**config.mk**
```make
export PLATFORM = sky130hd
export DESIGN_NAME = alu_commit_arb
export DESIGN_NICKNAME = d
export VERILOG_FILES = /design/src/verilog/alu_pkg.sv /design/src/verilog/alu_commit_arb.sv
export SDC_FILE = /design/constraint.sdc
export NUM_CORES = 1
export LEC_CHECK = 0
export BUFFER_PORTS_ARGS = -buffer_cell sky130_fd_sc_hd__buf_2
export CORE_AREA = 2 2 212 214
export DETAILED_ROUTE_END_ITERATION = 6
export DIE_AREA = 0 0 214 216
export PLACE_DENSITY = 0.48
export SYNTH_ARGS = -nofsm -noshare
export SYNTH_HDL_FRONTEND = slang
export SYNTH_SLANG_ARGS = --single-unit
```
**constraint.sdc**
```tcl
create_clock -name clk -period 26.8 [get_ports clk]
set_input_delay 4.02 -clock clk [delete_from_list [all_inputs] [get_ports clk]]
set_output_delay 4.02 -clock clk [all_outputs]
set_load 0.01 [all_outputs]
```
**src/verilog/alu_pkg.sv**
```systemverilog
// ********************
// Shared definitions for the SIMT arithmetic execute stage.
// Every module refers to these by scoped names (alu_pkg::name).
// The op union holds both the integer and the multiply opcode views.
// ********************

`default_nettype none

package alu_pkg;

    localparam int NUM_LANES = 4;
    localparam int XLEN      = 32;
    localparam int UUID_W    = 8;
    localparam int WID_W     = 2;
    localparam int NR_W      = 5;

    // Integer opcodes with the branch compares at the end
    typedef enum logic [3:0] {
        ADD  = 4'd0,
        SUB  = 4'd1,
        AND  = 4'd2,
        OR   = 4'd3,
        XOR  = 4'd4,
        SLL  = 4'd5,
        SRL  = 4'd6,
        SRA  = 4'd7,
        SLT  = 4'd8,
        SLTU = 4'd9,
        BEQ  = 4'd10,
        BNE  = 4'd11,
        BLT  = 4'd12,
        BGE  = 4'd13
    } int_op_e;

    // Remaining encodings are reserved
    typedef enum logic [3:0] {
        MUL   = 4'd0,
        MULH  = 4'd1,
        MULHU = 4'd2
    } mul_op_e;

    // The class bit of the request decides which view is valid
    typedef union packed {
        int_op_e int_op;
        mul_op_e mul_op;
    } alu_op_u;

    typedef struct packed {
        logic [UUID_W-1:0]                uuid;
        logic [WID_W-1:0]                 wid;
        logic [NUM_LANES-1:0]             tmask;
        logic [XLEN-1:0]                  pc;
        logic                             is_mul;
        alu_op_u                          op;
        logic                             use_imm;
        logic [XLEN-1:0]                  imm;
        logic [NR_W-1:0]                  rd;
        logic                             wb;
        logic [NUM_LANES-1:0][XLEN-1:0]   rs1_data;
        logic [NUM_LANES-1:0][XLEN-1:0]   rs2_data;
    } alu_req_t;

    typedef struct packed {
        logic [UUID_W-1:0]                uuid;
        logic [WID_W-1:0]                 wid;
        logic [NUM_LANES-1:0]             tmask;
        logic [XLEN-1:0]                  pc;
        logic [NR_W-1:0]                  rd;
        logic                             wb;
        logic [NUM_LANES-1:0][XLEN-1:0]   data;
    } alu_commit_t;

    typedef struct packed {
        logic [WID_W-1:0] wid;
        logic             taken;
        logic [XLEN-1:0]  target;
    } alu_branch_t;

endpackage

`default_nettype wire

```
**src/verilog/alu_commit_arb.sv**
```systemverilog
// ********************
// Commit side of the execute stage.
// Merges the integer and multiply result streams with a round-robin
// choice into one registered commit port.
// ********************

`timescale 1ns/1ps
`default_nettype none

module alu_commit_arb (
    input  wire                     clk,
    input  wire                     reset,
    input  wire                     int_valid,
    output logic                    int_ready,
    input  wire alu_pkg::alu_commit_t int_rsp,
    input  wire                     mul_valid,
    output logic                    mul_ready,
    input  wire alu_pkg::alu_commit_t mul_rsp,
    output logic                    commit_valid,
    input  wire                     commit_ready,
    output alu_pkg::alu_commit_t    commit
);

    logic out_free;
    logic prio_mul;
    logic int_fire;
    logic mul_fire;

    assign out_free = !commit_valid || commit_ready;

    // An input loses only when the other one is valid and holds priority
    assign int_ready = out_free && !(mul_valid && prio_mul);
    assign mul_ready = out_free && !(int_valid && !prio_mul);

    assign int_fire = int_valid && int_ready;
    assign mul_fire = mul_valid && mul_ready;

    always_ff @(posedge clk) begin
        if (reset) begin
            commit_valid <= 1'b0;
            prio_mul     <= 1'b0;
        end else begin
            if (int_fire || mul_fire)
                commit_valid <= 1'b1;
            else if (commit_ready)
                commit_valid <= 1'b0;
            if (int_valid && mul_valid && out_free)
                prio_mul <= ~prio_mul;
        end
    end

    always_ff @(posedge clk) begin
        if (int_fire)
            commit <= int_rsp;
        else if (mul_fire)
            commit <= mul_rsp;
    end

endmodule

`default_nettype wire

```
==> metrics.md <==
| Metric | Value |
|---|---|
| Core ar. | `43800 um^2` |
| Detail Placement HPWL | `19600 um` |
| Number of top-level pins | `548` |
| Post-synth top area cell | `edfxtp_1` |
| Slew HR | `36.4%` |
| Placed insts | `1521` |
| Synth warn | `0` |
| CTS tree | `yes` |
| Fmax | `114 MHz` |
| Pin count of the biggest net entering global routing | `70` |
| Filler cells | `4532` |
| Largest cells by area after synthesis | `edfxtp_1 67%, mux2_4 19%, mux2_2 11%` |
| Synthesized area | `8080 um^2` |
| Worst Reg-to-Reg Cells | `5` |
| Area occupied by multi-input gates | `2490 um^2` |
| DRT antenna net count | `0` |
| Final Routed Wirelength | `24800 um` |
| Clk_lat worst skew | `470 ps` |
| Final GP Congestion | `0.800` |
| Commonest non-fill, non-tap cell in the layout | `buf_2` |
| Power per cell area | `59.5 nW/um^2` |
| Clk sink count | `182` |
| Hold Fails Final Rpt | `0` |
| Layout area overhead | `48.0%` |
| Setup bufs post-CTS | `0` |
| Crit Path Max Fanout | `5` |
| Measured slew at the worst slew-check pin | `954 ps` |
| Vias in the first global route | `6030` |
| TritonCTS Buffers | `17` |
| Reg2reg setup slack | `23740 ps` |
| Die H | `216 um` |
| Worst Setup Slack, final | `18040 ps` |
| Vias per cell | `3.61` |
| R2R Path Start | `commit_valid$_SDFFE_PP0P_` |
| # rows | `77` |
| Sequential share of power | `50.0%` |
| Hold slack | `539 ps` |
| Syn nets | `760` |
| Pint | `534 uW` |
| Netlist cell types | `15` |
| DR WL/cell | `15.9 um` |
| Via count | `5614` |
| #FFs+latches synth | `182` |
| CTS Root Buffer Type | `clkbuf_16` |
| IO buf count | `547` |
| Seq. cell area | `5450 um^2` |
| TritonRoute pass-1 iters | `4` |
| Synth Area per Inst | `20.5 um^2` |
| WP data arrival | `4740 ps` |
| CTS Hold Bufs | `0` |
| Crit path kind | `in -> out` |
| Setup crit end | `mul_ready` |
| Initial antenna violation count | `3` |
| Slew Viols, Final | `0` |
| CTS-repair resized insts | `0` |
| Reg2reg end | `commit[37]$_DFFE_PP_` |
| Area share of the largest cell type after synthesis | `66.9%` |
| Clock network fraction of design power | `31.5%` |
| CTS clock-pin slew for the worst setup and hold paths | `60 ps` |
| CP Capture Type | `primary output` |
| Clock skew | `7.20 ps` |
| VDD IR-drop max | `0.0403 mV` |
| Share of layout cells above drive strength 1 | `79.3%` |
| DR DRC count | `0` |
| Worst setup SP type | `input port` |
| Net Sw Power | `177 uW` |
| HP Class | `reg -> reg` |
| First-pass GRT wire length | `36200 um` |
| Logic pwr share | `18.5%` |
| Most frequent cells in the layout | `547 x buf_2, 180 x edfxtp_1, 100 x mux2_4` |
| Initial Util | `18.4%` |
| Die width | `214 um` |
| Post-synthesis sequential area ratio | `67.4%` |
| LEAKAGE | `0.00544 uW` |
| Layout Cells excl Fill | `1554` |
| Minimum clock period | `8760 ps` |
| Sw Ratio | `24.9%` |
| Grt ovf | `0` |
| Iteration-0 DRC Markers | `207` |
| Total negative setup slack | `0 ps` |
| Dpl ws | `18070 ps` |
| Gate Count Post-Synth | `395` |
| CP Launch Point | `commit_ready` |
| Final number of setup-violating endpoints | `0` |
| Ratio of final minimum period to clock period | `32.7%` |
| Total Routing Usage GR | `10.7%` |
| Status | `finished, final reports clean` |
| RSZ-0062 raised after global routing | `no` |
| H-tree Lvls | `4` |
| Maximum root-to-sink buffer count | `2` |
| Maxcap violations | `0` |
| Critical Path RT | `22780 ps` |
| Nets | `1313` |
| Die Area | `46200 um^2` |
| Tot Pwr | `711 uW` |
worst min path at each step:
| stage | from | to | slack [ps] | cells after the start |
|---|---|---|---|---|
| 6_report | prio_mul$_SDFFE_PP0P_ | prio_mul$_SDFFE_PP0P_ | 540 | 2 |
| 4_1_cts | prio_mul$_SDFFE_PP0P_ | prio_mul$_SDFFE_PP0P_ | 530 | 2 |
| 3_3_place_gp | prio_mul$_SDFFE_PP0P_ | prio_mul$_SDFFE_PP0P_ | 520 | 2 |
| 5_1_grt | prio_mul$_SDFFE_PP0P_ | prio_mul$_SDFFE_PP0P_ | 580 | 2 |
| 3_5_place_dp | prio_mul$_SDFFE_PP0P_ | prio_mul$_SDFFE_PP0P_ | 520 | 2 |
| 2_1_floorplan | prio_mul$_SDFFE_PP0P_ | prio_mul$_SDFFE_PP0P_ | 480 | 2 |
final cells by class:
class / instances / area share, %
well taps: 592 / 6.19
inverters: 1 / 0.0314
repair buffers: 553 / 23.3
clock buffers: 19 / 3.62
multi-input cells: 193 / 20.8
clock inverters: 12 / 0.544
flip-flops and latches: 182 / 45.5
diodes: 2 / 0.0418
power groups by stage:
stage          Sequential [uW]  Combinational, uW  Clock [uW]
6_report                   355                132         224
5_1_grt                    358                143         245
4_1_cts                    356                135         237
3_5_place_dp               362                135           0
3_3_place_gp               361                134           0
2_1_floorplan              382               53.8           0
layer usage:
layer	share of wire, %	global-route usage [%]	up-vias
li1	-	-	2662
met1	37	11.0	2591
met2	50	18.1	336
met3	11	5.33	25
met4	2.2	5.31	0
met5	0	0	-
cells by family (layout without fill, tap and decap cells):
kind of cell,count (synthesis),count (layout),share of synthesized area (%)
simple gates,8,8,0.542
compound gates,5,5,0.310
other cells,0,2,0
buf+inv,20,585,2.07
flops,182,182,67.4
mux,180,180,29.7
stage by stage:
step | instance area [um^2] | utilization (%)
after floorplan | 8080 | -
after global placement | 11500 | 26.1
after detailed placement | 11500 | 26.1
after CTS | 12000 | 27.3
after global routing | 12000 | 27.3
final | 12000 | 27.3
cells in the mapped netlist:
| cell type | instances |
|---|---|
| a21oi_1 | 4 |
| buf_2 | 8 |
| buf_6 | 11 |
| dfxtp_1 | 2 |
| edfxtp_1 | 180 |
| inv_1 | 1 |
| mux2_2 | 80 |
| mux2_4 | 100 |
| nand2_1 | 2 |
| nand2b_1 | 1 |
| nand3_2 | 1 |
| nor2_1 | 2 |
| nor2b_1 | 1 |
| o21ai_0 | 1 |
| or3_1 | 1 |
flip-flops by register name, summed over array words and instances (netlist names):
register	cells
commit_valid	1
prio_mul	1
commit	180
worst max-delay path, cell delays in order:
cell and delay, ps:
buf_2 110, nor2b_1 350, a21oi_1 90, buf_2 160
Power figures use the tool's default switching activity.
