<file path="src/verilog/alu_pkg.sv">
// ********************
// Shared definitions for the SIMT arithmetic execute stage.
// Every module refers to these by scoped names (alu_pkg::name).
// The op union holds both the integer and the multiply opcode views.
// ********************

`default_nettype none

package alu_pkg;

    localparam int NUM_LANES = 4;
    localparam int XLEN      = 32;
    localparam int UUID_W    = 8;
    localparam int WID_W     = 2;
    localparam int NR_W      = 5;

    // Integer opcodes with the branch compares at the end
    typedef enum logic [3:0] {
        ADD  = 4'd0,
        SUB  = 4'd1,
        AND  = 4'd2,
        OR   = 4'd3,
        XOR  = 4'd4,
        SLL  = 4'd5,
        SRL  = 4'd6,
        SRA  = 4'd7,
        SLT  = 4'd8,
        SLTU = 4'd9,
        BEQ  = 4'd10,
        BNE  = 4'd11,
        BLT  = 4'd12,
        BGE  = 4'd13
    } int_op_e;

    // Remaining encodings are reserved
    typedef enum logic [3:0] {
        MUL   = 4'd0,
        MULH  = 4'd1,
        MULHU = 4'd2
    } mul_op_e;

    // The class bit of the request decides which view is valid
    typedef union packed {
        int_op_e int_op;
        mul_op_e mul_op;
    } alu_op_u;

    typedef struct packed {
        logic [UUID_W-1:0]                uuid;
        logic [WID_W-1:0]                 wid;
        logic [NUM_LANES-1:0]             tmask;
        logic [XLEN-1:0]                  pc;
        logic                             is_mul;
        alu_op_u                          op;
        logic                             use_imm;
        logic [XLEN-1:0]                  imm;
        logic [NR_W-1:0]                  rd;
        logic                             wb;
        logic [NUM_LANES-1:0][XLEN-1:0]   rs1_data;
        logic [NUM_LANES-1:0][XLEN-1:0]   rs2_data;
    } alu_req_t;

    typedef struct packed {
        logic [UUID_W-1:0]                uuid;
        logic [WID_W-1:0]                 wid;
        logic [NUM_LANES-1:0]             tmask;
        logic [XLEN-1:0]                  pc;
        logic [NR_W-1:0]                  rd;
        logic                             wb;
        logic [NUM_LANES-1:0][XLEN-1:0]   data;
    } alu_commit_t;

    typedef struct packed {
        logic [WID_W-1:0] wid;
        logic             taken;
        logic [XLEN-1:0]  target;
    } alu_branch_t;

endpackage

`default_nettype wire

</file>
<file path="src/verilog/alu_dispatch.sv">
// ********************
// Issue side of the execute stage.
// A two-entry skid buffer accepts warp requests and steers the head
// entry to the integer or the multiply unit by its class bit.
// ********************

`timescale 1ns/1ps
`default_nettype none

module alu_dispatch (
    input  wire                clk,
    input  wire                reset,
    input  wire                req_valid,
    output logic               req_ready,
    input  wire alu_pkg::alu_req_t req,
    output logic               int_valid,
    input  wire                int_ready,
    output alu_pkg::alu_req_t  int_req,
    output logic               mul_valid,
    input  wire                mul_ready,
    output alu_pkg::alu_req_t  mul_req
);

    alu_pkg::alu_req_t entry_q [2];
    alu_pkg::alu_req_t head;
    logic              wr_ptr;
    logic              rd_ptr;
    logic [1:0]        count;
    logic              started;
    logic              head_valid;
    logic              push;
    logic              pop;

    assign head       = entry_q[rd_ptr];
    assign head_valid = (count != 2'd0);

    // Held low for one cycle after reset so the issue port sees a clean start
    assign req_ready = started && (count != 2'd2);

    assign int_valid = head_valid && !head.is_mul;
    assign mul_valid = head_valid && head.is_mul;
    assign int_req   = head;
    assign mul_req   = head;

    assign push = req_valid && req_ready;
    assign pop  = head_valid && (head.is_mul ? mul_ready : int_ready);

    always_ff @(posedge clk) begin
        if (reset) begin
            started <= 1'b0;
            wr_ptr  <= 1'b0;
            rd_ptr  <= 1'b0;
            count   <= 2'd0;
        end else begin
            started <= 1'b1;
            if (push)
                wr_ptr <= ~wr_ptr;
            if (pop)
                rd_ptr <= ~rd_ptr;
            count <= count + {1'b0, push} - {1'b0, pop};
        end
    end

    always_ff @(posedge clk) begin
        if (push)
            entry_q[wr_ptr] <= req;
    end

endmodule

`default_nettype wire

</file>
<file path="config.mk">
export PLATFORM = sky130hd
export DESIGN_NAME = alu_dispatch
export DESIGN_NICKNAME = d
export VERILOG_FILES = /design/src/verilog/alu_pkg.sv /design/src/verilog/alu_dispatch.sv
export SDC_FILE = /design/constraint.sdc
export NUM_CORES = 1
export LEC_CHECK = 0
export BUFFER_PORTS_ARGS = -buffer_cell sky130_fd_sc_hd__buf_2
export CORE_AREA = 5 5 405 407
export DETAILED_ROUTE_END_ITERATION = 10
export DIE_AREA = 0 0 410 412
export GPL_ROUTABILITY_DRIVEN = 0
export GPL_TIMING_DRIVEN = 0
export PLACE_DENSITY = 0.45
export SLEW_MARGIN = 20
export SYNTH_ARGS = -nofsm -noshare
export SYNTH_HDL_FRONTEND = slang
export SYNTH_SLANG_ARGS = --single-unit
export TNS_END_PERCENT = 10
</file>
<file path="constraint.sdc">
create_clock -name clk -period 25.8 [get_ports clk]
set_input_delay 1.29 -clock clk [delete_from_list [all_inputs] [get_ports clk]]
set_output_delay 1.29 -clock clk [all_outputs]
set_load 0.01 [all_outputs]
</file>
==> flow_metrics.py <==
metrics = {
    "run_status": {
        "status": "complete, no violations",
    },
    "synthesis": {
        "synth_top_area_cell": "edfxtp_1",
        "yosysWarnings": 0,
        "yosys-mux-area-fraction_pct": 14.2,
        "syn-instance-count": 1458,
        "synth_nets": 1811,
        "async_flop_share_pct": 0,
        "synth_top_area_share_pct": 74.7,
        "synthesis.area_sq_mm": 0.0278,
        "synth.top_cells.by_area": "edfxtp_1 (75%), mux2_2 (14%), buf_4 (9.5%)",
        "synth_top_family_by_area": "multiplexers",
        "synth_edf_count": 692,
        "synth_area_per_cell_sq_um": 19.1,
        "synthDistinctLibCells": 22,
        "synth_compound_area_share_pct": 0.0855,
        "synth_xor_area_share_pct": 0.0315,
        "yosys.area_share.simple_pct": 0.252,
        "synth_ff_type": "edfxtp_1",
        "synthAdderAreaFrac_pct": 0.0900,
        "ys_seq_elements": 698,
        "seq_area_frac_synth_pct": 75.2,
    },
    "clock_network": {
        "root_buffer": "clkbuf_16",
        "cts_setup_buffers": 0,
        "htreeDepth": 3,
        "cts_made_buffers": 84,
        "cts_hold_buffers": 0,
        "cts.clk_slew.worst_paths_ns": 0.05,
        "cts_buffer_depth": 3,
        "cts_resized": 0,
        "cts.sinks": 698,
        "cts_tree": "built",
        "clock_latency_ns": 0.67,
    },
    "detailed_routing": {
        "via_per_inst": 3.55,
        "wire_per_inst_um": 22.6,
        "initialDrtViolationCount": 750,
        "antenna_left": 0,
        "drc": 0,
        "vias": 16961,
        "totalWireLength_mm": 108,
        "first_pass_iters": 4,
    },
    "global_routing": {
        "grtUsageMet2_pct": 21.8,
        "grt_pass1_wl_mm": 140,
        "groute.usage.overall_pct": 12.1,
        "met1_usage_pct": 14.9,
        "grt_max_degree": 84,
        "antenna_found_initial": 79,
        "grt_pass1_vias": 17112,
        "grt_use_met3_pct": 2.28,
        "grt-ovfl-total": 0,
        "grt-busiest-layer": "met2",
    },
    "power": {
        "power_density_mw_per_mm2": 99.5,
        "power.total_w": 0.00386,
        "intPower_w": 0.00262,
        "pwr-share-clk_pct": 29.3,
        "power_frac_seq_pct": 35.3,
        "leakage_nw": 15.2,
        "p_switching_w": 0.00124,
        "p_comb_share_pct": 35.4,
        "vdd_drop_max_mv": 0.0428,
        "swShare_pct": 32.1,
    },
    "setup_path": {
        "cpPeakStageDelay_ns": 0.66,
        "arrival_ns": 3.08,
        "cp_common_cell": "buf_2",
        "worstPathBufferInverterCount": 5,
        "start_kind": "flip-flop",
        "cp_max_fo": 10,
        "criticalPathCategory": "reg2out",
        "critical_path_depth": 6,
        "path_cells": "buf_6 -> buf_2 -> buf_2 -> mux2_2 -> buf_4 -> buf_2",
        "cp_slowest_cell": "buf_2",
        "worstPathRequired_ns": 24.51,
        "crit_path_end_kind": "output port",
        "cpLargestDelayFamily": "buffers and inverters",
        "reg2reg_depth": 5,
    },
    "floorplan": {
        "start_util_pct": 17.4,
        "dieHeight_um": 412,
        "ios": 1046,
        "core-area_sq_mm": 0.160,
        "placementRows": 147,
        "die-area_sq_mm": 0.169,
        "fp.dieW_um": 410,
    },
    "place": {
        "post-place-ws_ns": 21.97,
        "portBuffers": 1045,
        "dpl.hpwl_mm": 86.9,
        "placedCellCount": 4612,
    },
    "sta": {
        "hold_viol": 0,
        "finClkSkew_ns": 0.0147,
        "period_needed_ns": 4.37,
        "setup_violations": 0,
        "fin_crit_sh_pct": 16.9,
        "slew_violations": 0,
        "hold_slack_ns": 0.546,
        "worst_pin_slew_ns": 0.697,
        "relSlewSlack_pct": 53.5,
        "rsz0062_at_grt": "false",
        "clock.fmax_mhz": 229,
        "finalWorstSetupSlack_ns": 21.43,
    },
    "hold_path": {
        "hold_path_class": "reg2reg",
        "hold_depth": 2,
    },
    "run": {
        "cap_viol_max_count": 0,
    },
    "finish": {
        "final_common_cell": "buf_2",
        "final_cell_count_no_fill": 4773,
        "synthToLayoutAreaGrowth_pct": 39.7,
        "final_cell_mix": "buf_2 (1077), edfxtp_1 (692), buf_4 (351), mux2_2 (345), clkbuf_16 (84)",
        "drive_above_1_share_pct": 71.9,
        "post-route-util_pct": 24.3,
        "layout.nets": 2965,
    },
}
==> worst register-to-register path, stage by stage (launching register included) <==
cell,delay (ns)
dfxtp_1,0.38
nand2b_1,0.20
nand4_1,0.26
inv_8,0.39
buf_16,0.39
buf_16,0.49
==> cell type report <==
type                            count  area, sq um
Fill cell                       16747       121000
Sequential cell                   698        20900
Timing Repair Buffer             1068         5780
Multi-Input combinational cell    370         4080
Buffer                            385         2820
Tap cell                         2086         2610
Clock buffer                      101         2170
Clock inverter                     53          453
Inverter                            5         26.3
Antenna cell                        7         17.5
==> final timing paths <==
path                  start  slack, ns              end
hold / removal     count[1]       0.55         count[1]
hold reg to reg    count[1]       0.55         count[1]
setup reg to reg   count[0]      23.22  entry_q[0][181]
setup / recovery  flip-flop      21.43     mul_req[117]
==> cell usage after synthesis (5+ instances only) <==
| master | n |
|---|---|
| edfxtp_1 | 692 |
| buf_2 | 32 |
| nor2_1 | 6 |
| dfxtp_1 | 6 |
| inv_1 | 5 |
| buf_4 | 351 |
| mux2_2 | 345 |
==> flip-flops by register name, indices dropped and copies added (netlist names), named ones only <==
name     flops
rd_ptr       1
entry_q    692
count        2
started      1
wr_ptr       1
==> cell families after synthesis <==
logic type,after synthesis
DFF,698
buffers and inverters,390
muxes,349
and+or+nand+nor,14
AOI/OAI and AO/OA,4
adders and majority gates,2
xor gates and xnor gates,1
==> power by group through the flow <==
stage | sequential [W] | combinational (W) | clock, W
6_report | 0.00136 | 0.00137 | 0.00113
5_1_grt | 0.00137 | 0.00146 | 0.00123
4_1_cts | 0.00136 | 0.00141 | 0.00118
3_5_place_dp | 0.00139 | 0.00140 | 0
3_3_place_gp | 0.00146 | 0.00139 | 0
2_1_floorplan | 0.00142 | 0.000774 | 0
==> stage by stage <==
stage / setup TNS (ns) / area, sq um
floorplan: 0 / 27800
global placement: -1067.60 / 35600
detailed placement: 0 / 36200
CTS: 0 / 38800
global route: 0 / 38800
finish: 0 / 38800
==> metal layers <==
layer	wire [um]	vias to the layer above	share of wire, %
met5	13	-	0.012
met4	3080	2	2.9
met3	6160	224	5.7
met2	54800	789	51
met1	44000	8461	41
li1	-	7485	-
(Power assumes the default switching activity.)
